## config.mk

```make
export PLATFORM = sky130hd
export DESIGN_NAME = outputPort
export DESIGN_NICKNAME = d
export VERILOG_FILES = /design/src/design/routerPkg.sv /design/src/design/outputPort.sv /design/src/design/outputMux.sv /design/src/design/outputArbiter.sv /design/src/design/grantTimer.sv /design/src/design/flitFifo.sv
export SDC_FILE = /design/constraint.sdc
export NUM_CORES = 1
export LEC_CHECK = 0
export BUFFER_PORTS_ARGS = -buffer_cell sky130_fd_sc_hd__buf_2
export CORE_MARGIN = 3
export CORE_UTILIZATION = 50
export DETAILED_ROUTE_END_ITERATION = 10
export GPL_TIMING_DRIVEN = 0
export PLACE_DENSITY = 0.71
export SLEW_MARGIN = 20
export SYNTH_ARGS = -nofsm -noshare
export SYNTH_HDL_FRONTEND = slang
export SYNTH_SLANG_ARGS = --single-unit
```

## constraint.sdc

```tcl
create_clock -name clk -period 3.3 [get_ports clk]
set_input_delay 0.66 -clock clk [delete_from_list [all_inputs] [get_ports clk]]
set_output_delay 0.66 -clock clk [all_outputs]
set_load 0.02 [all_outputs]
```

## src/design/routerPkg.sv

```systemverilog
package routerPkg;

  localparam int numPorts = 5;
  localparam int lengthWidth = 12;
  localparam int dataWidth = 16;
  localparam int fifoDepth = 4;
  localparam int portIdxWidth = 3;
  localparam int ptrWidth = $clog2(fifoDepth);
  localparam int countWidth = $clog2(fifoDepth + 1);

  // Port index as carried in srcPort, 0 is Local up to 4 for South
  typedef logic [portIdxWidth-1:0] portIdx_t;

  // One-hot grant state
  typedef logic [numPorts:0] portSel_t; // Bit 0 idle, bits 1 to 5 Local to South

  localparam portSel_t selIdle = portSel_t'(1);

  typedef enum logic [2:0] {
    flitHeader = 3'b001,
    flitBody   = 3'b010,
    flitTail   = 3'b100
  } flitType_t;

  typedef struct packed {
    flitType_t flitType;
    logic [lengthWidth-1:0] length; // Only meaningful in a header flit
    logic [dataWidth-1:0] data;
  } flit_t;

  typedef struct packed {
    flit_t flit;
    portIdx_t srcPort;
  } outFlit_t;

endpackage
```

## src/design/outputPort.sv

```systemverilog
`timescale 1ns/10ps

module outputPort (
  input logic clk,
  input logic rst,
  input routerPkg::flit_t inFlit [routerPkg::numPorts],
  input logic [routerPkg::numPorts-1:0] inValid,
  output logic [routerPkg::numPorts-1:0] inReady,
  output routerPkg::outFlit_t outFlit,
  output logic outValid,
  input logic outReady
);

  routerPkg::flit_t headFlit [routerPkg::numPorts];
  logic [routerPkg::numPorts-1:0] notEmpty;
  logic [routerPkg::numPorts-1:0] pop;
  logic [routerPkg::numPorts-1:0] headerPush;
  logic [routerPkg::numPorts-1:0] timesUp;
  logic [routerPkg::numPorts-1:0] runTimer;
  routerPkg::portSel_t grant;

  for (genvar p = 0; p < routerPkg::numPorts; p++)
  begin : g_port
    flitFifo i_flitFifo (
      .clk(clk),
      .rst(rst),
      .inFlit(inFlit[p]),
      .inValid(inValid[p]),
      .inReady(inReady[p]),
      .headFlit(headFlit[p]),
      .notEmpty(notEmpty[p]),
      .pop(pop[p])
    );

    // Timer limit follows headers as they enter the FIFO
    assign headerPush[p] = inValid[p] && inReady[p]
                           && (inFlit[p].flitType == routerPkg::flitHeader);

    grantTimer i_grantTimer (
      .clk(clk),
      .rst(rst),
      .headerPush(headerPush[p]),
      .headerLength(inFlit[p].length),
      .runTimer(runTimer[p]),
      .timesUp(timesUp[p])
    );
  end

  outputArbiter i_outputArbiter (
    .clk(clk),
    .rst(rst),
    .request(notEmpty),
    .timesUp(timesUp),
    .runTimer(runTimer),
    .grant(grant)
  );

  outputMux i_outputMux (
    .grant(grant),
    .headFlit(headFlit),
    .notEmpty(notEmpty),
    .outReady(outReady),
    .outFlit(outFlit),
    .outValid(outValid),
    .pop(pop)
  );

endmodule

```

## src/design/outputMux.sv

```systemverilog
`timescale 1ns/10ps

module outputMux (
  input routerPkg::portSel_t grant,
  input routerPkg::flit_t headFlit [routerPkg::numPorts],
  input logic [routerPkg::numPorts-1:0] notEmpty,
  input logic outReady,
  output routerPkg::outFlit_t outFlit,
  output logic outValid,
  output logic [routerPkg::numPorts-1:0] pop
);

  routerPkg::portIdx_t selPort;
  logic selected;

  always_comb
  begin
    selPort = '0;
    selected = 1'b0;
    for (int i = 0; i < routerPkg::numPorts; i++)
    begin
      if (grant[i + 1])
      begin
        selPort = routerPkg::portIdx_t'(i);
        selected = 1'b1;
      end
    end
  end

  assign outFlit = '{flit: headFlit[selPort], srcPort: selPort};
  assign outValid = selected && notEmpty[selPort]; // Idle grant offers nothing

  always_comb
  begin
    pop = '0;
    if (outValid && outReady)
    begin
      pop[selPort] = 1'b1;
    end
  end

endmodule

```

## src/design/outputArbiter.sv

```systemverilog
`timescale 1ns/10ps

module outputArbiter (
  input logic clk,
  input logic rst,
  input logic [routerPkg::numPorts-1:0] request,
  input logic [routerPkg::numPorts-1:0] timesUp,
  output logic [routerPkg::numPorts-1:0] runTimer,
  output routerPkg::portSel_t grant
);

  routerPkg::portSel_t nextGrant;

  // Picks the first requesting port at or after start, wrapping round
  function automatic routerPkg::portSel_t searchFrom(
    input logic [routerPkg::numPorts-1:0] req,
    input int start
  );
    routerPkg::portSel_t sel;
    int idx;
    sel = routerPkg::selIdle;
    for (int k = routerPkg::numPorts - 1; k >= 0; k--)
    begin
      idx = (start + k) % routerPkg::numPorts;
      if (req[idx])
      begin
        sel = '0;
        sel[idx + 1] = 1'b1; // Nearer ports overwrite farther ones
      end
    end
    return sel;
  endfunction

  always_ff @(posedge clk)
  begin
    if (rst)
    begin
      grant <= routerPkg::selIdle;
    end
    else
    begin
      grant <= nextGrant;
    end
  end

  always_comb
  begin
    nextGrant = searchFrom(request, 0); // From idle Local is looked at first
    runTimer = '0;
    for (int i = 0; i < routerPkg::numPorts; i++)
    begin
      if (grant[i + 1])
      begin
        if (request[i] && !timesUp[i])
        begin
          nextGrant = grant;
          runTimer[i] = 1'b1;
        end
        else
        begin
          // The port that just finished comes last in the search
          nextGrant = searchFrom(request, i + 1);
        end
      end
    end
    if (!$onehot(grant))
    begin
      nextGrant = routerPkg::selIdle; // Recover from a corrupted state
      runTimer = '0;
    end
  end

endmodule

```

## src/design/grantTimer.sv

```systemverilog
`timescale 1ns/10ps

module grantTimer (
  input logic clk,
  input logic rst,
  input logic headerPush,
  input logic [routerPkg::lengthWidth-1:0] headerLength,
  input logic runTimer,
  output logic timesUp
);

  logic [routerPkg::lengthWidth-1:0] limit;
  logic [routerPkg::lengthWidth-1:0] count;

  always_ff @(posedge clk)
  begin
    if (rst)
    begin
      limit <= '0;
      count <= '0;
    end
    else
    begin
      if (headerPush)
      begin
        limit <= headerLength; // Latest header sets the timeout for this port
      end
      if (runTimer)
      begin
        count <= count + 1'b1;
      end
      else
      begin
        count <= '0;
      end
    end
  end

  // With a limit of L the port keeps the link for L + 1 cycles
  assign timesUp = (count == limit);

endmodule

```

## src/design/flitFifo.sv

```systemverilog
`timescale 1ns/10ps

module flitFifo (
  input logic clk,
  input logic rst,
  input routerPkg::flit_t inFlit,
  input logic inValid,
  output logic inReady,
  output routerPkg::flit_t headFlit,
  output logic notEmpty,
  input logic pop
);

  routerPkg::flit_t mem [routerPkg::fifoDepth];
  logic [routerPkg::ptrWidth-1:0] wrPtr;
  logic [routerPkg::ptrWidth-1:0] rdPtr;
  logic [routerPkg::countWidth-1:0] count;
  logic full;
  logic push;
  logic doPop;

  assign full = (count == routerPkg::countWidth'(routerPkg::fifoDepth));
  assign notEmpty = (count != '0);
  assign doPop = pop && notEmpty;
  assign inReady = !full || doPop; // A full FIFO still takes a flit when its head leaves
  assign push = inValid && inReady;
  assign headFlit = mem[rdPtr];

  always_ff @(posedge clk)
  begin
    if (push)
    begin
      mem[wrPtr] <= inFlit;
    end
  end

  always_ff @(posedge clk)
  begin
    if (rst)
    begin
      wrPtr <= '0;
      rdPtr <= '0;
      count <= '0;
    end
    else
    begin
      if (push)
      begin
        wrPtr <= wrPtr + 1'b1; // Depth is a power of two so the pointer wraps by itself
      end
      if (doPop)
      begin
        rdPtr <= rdPtr + 1'b1;
      end
      case ({push, doPop})
        2'b10:
        begin
          count <= count + 1'b1;
        end
        2'b01:
        begin
          count <= count - 1'b1;
        end
        default:
        begin
          count <= count;
        end
      endcase
    end
  end

endmodule

```

# Word-level counts from Yosys, hierarchy flattened
# Memory sizes are Yosys's and may differ from the RTL's. A register that Yosys moved wholly into a read port is not among the register bits.
# Index checks and enable logic that the tools add are counted.
word_totals:
  reg_bits: 161
  latch_bits: 0
  ramBits: 620
  romBits: 0
  in_bits: 163
  output_inout_bits: 40
  wordCells: 253
  memories: 5
memory_table:
  columns: ["name", "words", "width", "read_ports", "rd_clocked_by_memory_dff", "wr", "line", "rtl"]
  rows:
  - ["g_port[0].i_flitFifo.mem", 4, 31, 1, 1, 1, "flitFifo.sv:14", "routerPkg::flit_t mem [routerPkg::fifoDepth];"]
  - ["g_port[1].i_flitFifo.mem", 4, 31, 1, 1, 1, "flitFifo.sv:14", null]
  - ["g_port[2].i_flitFifo.mem", 4, 31, 1, 1, 1, "flitFifo.sv:14", null]
  - ["g_port[3].i_flitFifo.mem", 4, 31, 1, 1, 1, "flitFifo.sv:14", null]
  - ["g_port[4].i_flitFifo.mem", 4, 31, 1, 1, 1, "flitFifo.sv:14", null]
classes:
  n_addsub: 30
  n_mul: 0
  div_mod_pow: 0
  magnitude_cmp: 3
  eq_ne: 31
  shift: 0
  n_mux: 88
  n_bitwise: 7
  reduce_logical: 58
ops:
  columns: ["op", "n"]
  rows:
  - ["2-to-1 mux 6 bit", 25]
  - ["binary-select mux 31 bit (select 3 bit)", 1]
  - ["2-to-1 mux 31 bit", 2]
  - ["adder 12 x 1 -> 12 bit (second input constant)", 5]
  - ["equality test 12 bit", 5]
  - ["2-to-1 mux 5 bit", 6]
  - ["case mux 3 bit (2 select lines)", 5]
  - ["2-to-1 mux 1 bit", 28]
  - ["2-to-1 mux 2 bit", 13]
  - ["logical AND 1 bit", 23]
  - ["adder 2 x 1 -> 2 bit (second input constant)", 10]
  - ["equality test 3 x 1 -> 1 bit (second input constant)", 6]
  - ["adder 3 x 1 -> 3 bit (second input constant)", 5]
  - ["equality test 3 bit (second input constant)", 5]
  - ["nonzero test 3 bit", 5]
  - ["subtractor 3 x 1 -> 3 bit (second input constant)", 5]
  - ["2-to-1 mux 4 bit", 3]
  - ["OR reduction 2 bit", 6]
  - ["equality test 2 x 1 -> 1 bit (second input constant)", 5]
  - ["equality test 2 bit (second input constant)", 5]
  - ["zero test 1 bit", 10]
  - ["nonzero test 2 bit", 5]
  - ["2-to-1 mux 3 bit", 3]
  - ["adder 1 x 1 -> 2 bit", 3]
  - ["other kinds (18)", 28]

# Logic depth before layout (Yosys ltp)
depth:
  word_depth: 14
  ltp_mapped: 15
  mapped_depth_nobuf: 14

# Modules after synthesis
# From an unflattened synthesis, not the netlist that was laid out.
hier_totals:
  hier_cells: 1950
  area_unflattened_um2: 32338.5
by_module_without_submodules:
  columns: ["mod", "n_inst", "cells_per_inst", "area_per_inst_um2", "seq_area_each_um2"]
  rows:
  - ["flitFifo (g_port[0].i_flitFifo ...)", 3, 219, 4983.5, 3903.7]
  - ["flitFifo (g_port[2].i_flitFifo ...)", 2, 228, 5064.9, 3903.7]
  - ["grantTimer", 5, 112, 1061.0, 480.5]
  - ["outputMux", 1, 175, 1189.9, 0.0]
  - ["outputArbiter", 1, 92, 700.7, 120.1]
  - ["outputPort", 1, 10, 62.6, 0.0]

# Worst setup path after synthesis
# No wires, ideal clock.
synth_timing:
  kind: "flip-flop to flip-flop"
  startpoint: "register i_outputArbiter.grant[3]"
  endpoint: "register g_port[3].i_flitFifo.count[2] in the netlist's numbering"
  t_arrival_ns: 3.435
  path_slack_ns: -0.205
  path_stages_with_launch: 16
  period_less_slack_ns: 3.505
  path_cell_list: "dfxtp_1 -> clkbuf_1 -> inv_1 -> ha_1 -> o21bai_4 -> mux2i_4 -> nor4_4 -> o31ai_4 -> a21oi_1 -> inv_1 -> ha_1 -> inv_1 -> fa_1 -> xor2_1 -> or3_1 -> a21oi_1"
synth_between:
  elab_chain_len: 13
  elab_cells_between_ends: 23
  classes_between: "order compare (2); eq/ne (2); mux (12); reduce/logical (7)"
synth_lines:
  columns: ["item", "line", "rtl"]
  rows:
  - ["start: declaration", "outputArbiter.sv:9", "output routerPkg::portSel_t grant"]
  - ["start signal: assignment", "outputArbiter.sv:38", "grant <= routerPkg::selIdle;"]
  - ["start signal: assignment", "outputArbiter.sv:42", "grant <= nextGrant;"]
  - ["2-to-1 mux 2 bit (2 in a row)", "outputMux.sv:22", "if (grant[i + 1])"]
  - ["2-to-1 mux 3 bit", "outputMux.sv:22", null]
  - ["less-than comparator 3 x 4 -> 1 bit (not written as such), or another cell as far along", "outputMux.sv:38", "pop[selPort] = 1'b1;"]
  - ["logical AND 1 bit (not written as such) or 2-to-1 mux 1 bit (tied branches)", "outputMux.sv:38, outputMux.sv:31", null]
  - ["2-to-1 mux 1 bit (not written as such) or logical AND 1 bit (tied branches)", "outputMux.sv:38, outputMux.sv:31", null]
  - ["demux 1 bit (select 3 bit) or logical AND 1 bit (tied branches)", null, null]
  - ["2-to-1 mux 5 bit *", "outputMux.sv:36", "if (outValid && outReady)"]
  - ["logical AND 1 bit *", "flitFifo.sv:24", "assign doPop = pop && notEmpty;"]
  - ["logical OR 1 bit", "flitFifo.sv:25", "assign inReady = !full || doPop;"]
  - ["logical AND 1 bit", "flitFifo.sv:26", "assign push = inValid && inReady;"]
  - ["equality test 2 x 1 -> 1 bit or equality test 2 bit (tied branches)", "flitFifo.sv:55", "case ({push, doPop})"]
  - ["case mux 3 bit (2 select lines) or nonzero test 2 bit (tied branches)", null, null]
  - ["end signal: assignment", "flitFifo.sv:58", "count <= count + 1'b1;"]
  - ["end signal: assignment", "flitFifo.sv:62", "count <= count - 1'b1;"]
  - ["end signal: assignment", "flitFifo.sv:66", "count <= count;"]
  - ["end: declaration", "flitFifo.sv:17", "logic [routerPkg::countWidth-1:0] count;"]
# Every way passes the cells marked *; elsewhere a longest branch is shown, timed or not. The select of a mux whose other input is x is not followed.
# A chain may end at the register's enable or synchronous reset.

# Final worst setup path
layout_timing:
  startpoint: "register i_outputArbiter.grant[3]"
  endpoint: "output inReady[1] in the netlist's numbering"
layout_between:
  elab_chain_len: 10
  elab_cells_between_ends: 18
  classes_between: "order compare (2); mux (11); reduce/logical (5)"
layout_lines:
  columns: ["item", "line", "rtl"]
  rows:
  - ["2-to-1 mux 2 bit (2 in a row)", "outputMux.sv:22", null]
  - ["2-to-1 mux 3 bit", "outputMux.sv:22", null]
  - ["less-than comparator 3 x 4 -> 1 bit (not written as such), or another cell as far along", "outputMux.sv:38", null]
  - ["logical AND 1 bit (not written as such) or 2-to-1 mux 1 bit (tied branches)", "outputMux.sv:38, outputMux.sv:31", null]
  - ["2-to-1 mux 1 bit (not written as such) or logical AND 1 bit (tied branches)", "outputMux.sv:38, outputMux.sv:31", null]
  - ["demux 1 bit (select 3 bit) or logical AND 1 bit (tied branches)", null, null]
  - ["2-to-1 mux 5 bit *", "outputMux.sv:36", null]
  - ["logical AND 1 bit *", "flitFifo.sv:24", null]
  - ["logical OR 1 bit *", "flitFifo.sv:25", null]
  - ["end: declaration", "outputPort.sv:8", "output logic [routerPkg::numPorts-1:0] inReady,"]
# Marked as above.

==> results.md <==
Outcome:
- The run finished, with violations left.
- The checks that failed: setup timing.

Yosys:
- The dominant cell type by area after synthesis is sky130_fd_sc_hd__edfxtp_1.
- For this run, the number of Yosys warnings is 0.
- The synthesized netlist net count is 2,189.
- The post-synthesis cell area is 32,200 um2.
- The dominant register cell in the synthesized netlist is sky130_fd_sc_hd__edfxtp_1.
- Yosys mapped the design onto 66 distinct sky130hd cell types.
- The fraction of post-synthesis cell area in the top cell type by area is 0.579.
- The average size of a mapped cell is 16.2 um2.
- For this run, the register share of the synthesized area comes to 0.685.
- In this run, synthesis inferred 620 flip-flops with an integrated enable.
- The proportion of register bits with asynchronous set or reset after synthesis is 0.
- Yosys attributes the largest share of cell area to sky130_fd_sc_hd__edfxtp_1 58%, sky130_fd_sc_hd__mux4_2 11%, sky130_fd_sc_hd__dfxtp_1 11%.
- Synthesis inferred 791 register bits.
- The cell count after synthesis is 1,981.

Timing:
- Dividing the final minimum period by the clock period gives 1.03.
- The count of final hold-check violations was 0.
- Setup slack on the critical path of the routed design comes to -109 ps.
- At the pin with the least slew margin, the transition time is 1180 ps.
- Setup repair after global routing could not meet its margin everywhere.
- Between clock sinks in the finished design, the worst skew comes to 22.2 ps.
- Across all hold checks on the routed design, the worst slack comes to 263 ps.
- The final setup TNS is -171 ps.
- For this run, the top clock speed supported by timing is 293 MHz.
- Setup violations remaining at the end of the flow were counted as 4.
- Headroom to the max-slew limit came out at 0.204.
- The post-route minimum period is 3410 ps.
- The final max-slew violation count came to 0.

Layout:
- The core occupancy in the finished layout is 0.610.
- Summing all non-filler instances in the final layout gives an area of 38,700 um2.
- Of the cells placed in the final design, the portion with a size suffix greater than 1 is 0.312.
- The number of nets in the final layout is 2,523.
- Compared with the post-synthesis result, the final layout area differs by 20.2%.

Clock network:
- The clock tree from TritonCTS is built.
- The number of clock buffers inserted by TritonCTS is 75.
- After clock tree synthesis, the clock-pin slew on the worst setup and hold paths is 70 ps.
- The later-pin clock latency in the skew report is 610 ps.
- The number of clock sinks is 791.
- The number of buffers added to fix hold violations after cts is 0.
- The maximum number of buffers from clock root to sink is 3.
- The root buffer selected by CTS is sky130_fd_sc_hd__clkbuf_16.
- The depth of the CTS H-tree is 3.

Placed design:
- The placement-stage cell area is 34,700 um2.
- Input and output buffers added on the ports amount to 201.
- The HPWL after detailed placement is 56.0 mm.
- The placer's final routability congestion estimate is 0.889.

Detailed routing:
- In the final routing, the length of wire on met1 measures 31.0 mm.
- Signal routing reaches up to met5.
- The pre-antenna-repair detailed-routing pass consisted of 7 iterations.
- The antenna violation net count after detailed routing is 0.
- In the routed layout, each cell is associated on average with a via count of 5.74.
- Dividing the detail-routed wire length by the instance count gives 24.8 um.
- For this run, design rule violations remaining after detail routing come to 0.
- Wire segments on met2 add up to 40.6 mm in the final route.
- The routed design uses 5.73 mm of met3 wire.
- The count of vias placed by the detailed router is 18.6k.
- After the first detailed-routing iteration, the DRC count stood at 1,672.
- The wire length after detailed routing is 80.4 mm.

Worst hold path:
- The path class of the lowest-slack min-delay path is in2reg.

Setup path:
- The cell type of the slowest stage on the worst timing path is sky130_fd_sc_hd__dfxtp_4.
- The cell seen most often among critical-path stages is sky130_fd_sc_hd__buf_4.
- The signal on the critical path passes through clkbuf_16 -> inv_8 -> ha_4 -> o21bai_4 -> mux2i_4 -> buf_6 -> buf_4 -> o41ai_4 -> buf_4 -> buf_12 -> buf_4 -> buf_6.
- The worst setup path is launched from a flip-flop.
- The cell family contributing the most delay on the critical path is buffers and inverters.
- The sum of buffers and inverters on the critical path is 8.
- STA classifies the critical path endpoint as an output port.
- In this design, the stage delay of the slowest critical-path cell is 370 ps.
- For the worst setup path, the data required time is 2640 ps.
- Of all nets on the critical path, the largest fanout is 4.
- The critical path is of the reg2out type.
- The data arrival time of the critical path is 2750 ps.

Power:
- The post-route total power is 26.7 mW.
- The worst supply voltage drop on vdd is 0.000381 V.
- Dividing total power by cell area gives a power density of 691 nW/um2.
- The total leakage power is 13.8 nW.

Die:
- From left edge to right edge, the die measures 260 um.
- The die covers 67,400 um2.
- In this run the core area contains 92 standard-cell rows.
- The initial core utilization is 0.508.
- The die is 260 um tall.
- The area of the core region is 63,300 um2.
- The number of primary I/O pins is 203.

Job:
- Across the run, the number of max-cap violations was 0.

GRT:
- The via count of the first global-routing pass is 19.1k.
- The initial antenna violation count is 25.
- The largest net degree at the start of global routing is 28.
- Global routing finished with a remaining overflow of 0.
- The first global-routing pass estimated 118 mm of wire.
- Across every metal layer, demand over resource in global routing totals 0.238.
==> through the flow <==
stage	cells	worst slack, ps
finish	3238	-109
global route	3230	-167
detailed placement	3048	-1280
global placement	3028	-1330
floorplan	1981	-10.5
CTS	3206	-72.9
==> sequential cells by signal, summed over array words and instances (netlist names), named ones only <==
signal,cells
g_port.i_flitFifo.wrPtr,10
g_port.i_grantTimer.limit,60
i_outputArbiter.grant,6
g_port.i_flitFifo.rdPtr,10
g_port.i_grantTimer.count,60
g_port.i_flitFifo.count,15
g_port.i_flitFifo.mem,620
==> layer usage <==
layer / track usage / vias up
li1: - / 8260
met1: 0.310 / 9421
met2: 0.402 / 719
met3: 0.0394 / 172
met4: 0.0925 / 12
met5: 0 / -
==> cell usage in the layout, fill, tap and decap left out, types with 9 or more instances in the layout <==
cell,instances
sky130_fd_sc_hd__inv_1,52
sky130_fd_sc_hd__xor2_1,95
sky130_fd_sc_hd__dfxtp_1,164
sky130_fd_sc_hd__mux4_2,155
sky130_fd_sc_hd__buf_2,179
sky130_fd_sc_hd__and3_2,12
sky130_fd_sc_hd__clkinv_2,10
sky130_fd_sc_hd__buf_6,36
sky130_fd_sc_hd__a21oi_1,24
sky130_fd_sc_hd__a22oi_2,20
sky130_fd_sc_hd__nand3_1,30
sky130_fd_sc_hd__nor2_1,164
sky130_fd_sc_hd__clkbuf_2,21
sky130_fd_sc_hd__nand2_2,9
sky130_fd_sc_hd__nand2b_1,24
sky130_fd_sc_hd__clkbuf_16,83
sky130_fd_sc_hd__buf_12,25
sky130_fd_sc_hd__clkinv_1,9
sky130_fd_sc_hd__and3_1,19
sky130_fd_sc_hd__buf_4,50
sky130_fd_sc_hd__diode_2,20
sky130_fd_sc_hd__ha_1,35
sky130_fd_sc_hd__o31ai_4,11
sky130_fd_sc_hd__edfxtp_1,620
sky130_fd_sc_hd__o21ai_0,9
sky130_fd_sc_hd__nor4_1,16
sky130_fd_sc_hd__o31ai_2,14
sky130_fd_sc_hd__nand2_1,130
sky130_fd_sc_hd__xnor2_1,37
sky130_fd_sc_hd__nand4_1,16
sky130_fd_sc_hd__nor3_1,9
sky130_fd_sc_hd__or3_1,11
sky130_fd_sc_hd__clkbuf_1,34
sky130_fd_sc_hd__mux2i_1,72
==> report_power, final <==
group / internal [mW] / total (mW) / switching (mW)
combinational: 2.74 / 6.74 / 4.00
sequential: 11.2 / 11.4 / 0.210
clock: 4.94 / 8.50 / 3.56
==> cells by family (layout without fill, tap and decap cells) <==
family | after synthesis | count (layout) | synth area share
AO/OA/AOI/OAI | 145 | 145 | 0.0333
XOR/XNOR | 132 | 132 | 0.0359
adder cells (fa/ha/maj) | 45 | 45 | 0.0191
buffers and inverters | 146 | 536 | 0.0197
flip-flops | 791 | 791 | 0.685
multiplexers | 243 | 243 | 0.136
other | 0 | 20 | 0
AND/OR/NAND/NOR | 479 | 480 | 0.0703
==> cell usage after synthesis, drive strengths merged, types with 4 or more instances <==
library cell / n
clkbuf: 50
xnor2: 37
nand3: 36
and2: 13
fa: 7
inv: 57
nand2: 140
nor3: 10
nand4: 18
and3: 31
o31ai: 31
xor2: 95
o21ai: 19
nand2b: 24
dfxtp: 171
mux2i: 87
edfxtp: 620
buf: 39
o211ai: 4
nor2: 166
a22oi: 26
a31oi: 9
mux4: 155
ha: 38
or3: 11
a21oi: 30
nor4: 18
==> what timing repair did <==
| item | 4_1_cts | 5_1_grt |
|---|---|---|
| cloned | 5 | 1 |
| buffers inserted | 20 | 18 |
| gates resized for setup | 244 | 111 |
| hold endpoints to repair | 0 | 0 |
| pin swaps | 24 | 31 |
| setup endpoints to repair | 229 | 70 |
==> worst register-to-register path, delay by kind of cell, from the launching register on <==
kind,cells,cell delay [ps]
adder cells (fa/ha/maj),3,900
flip-flops,1,370
XOR/XNOR,1,160
buffers and inverters,4,440
multiplexers,1,220
AO/OA/AOI/OAI,2,210
AND/OR/NAND/NOR,2,930
==> layout make-up <==
type | count | area (um2)
Antenna cell | 20 | 50.0
Buffer | 85 | 666
Clock buffer | 107 | 2200
Clock inverter | 27 | 229
Fill cell | 4523 | 24700
Inverter | 57 | 226
Multi-Input combinational cell | 1045 | 10200
Sequential cell | 791 | 22100
Tap cell | 846 | 1060
Timing Repair Buffer | 260 | 2010
==> path summary, 6_finish.rpt <==
path,from,slack (ps),to,cells past startpoint
worst max-delay path,i_outputArbiter.grant[3],-110,inReady[1],12
worst min register to register,g_port[2].i_grantTimer.count[0],500,g_port[2].i_grantTimer.count[0],1
worst min-delay path,inFlit[74],260,g_port[2].i_flitFifo.mem[0][12],1
worst max register to register,i_outputArbiter.grant[3],10,g_port[0].i_flitFifo.count[2],13
Power figures use the tool's default switching activity.
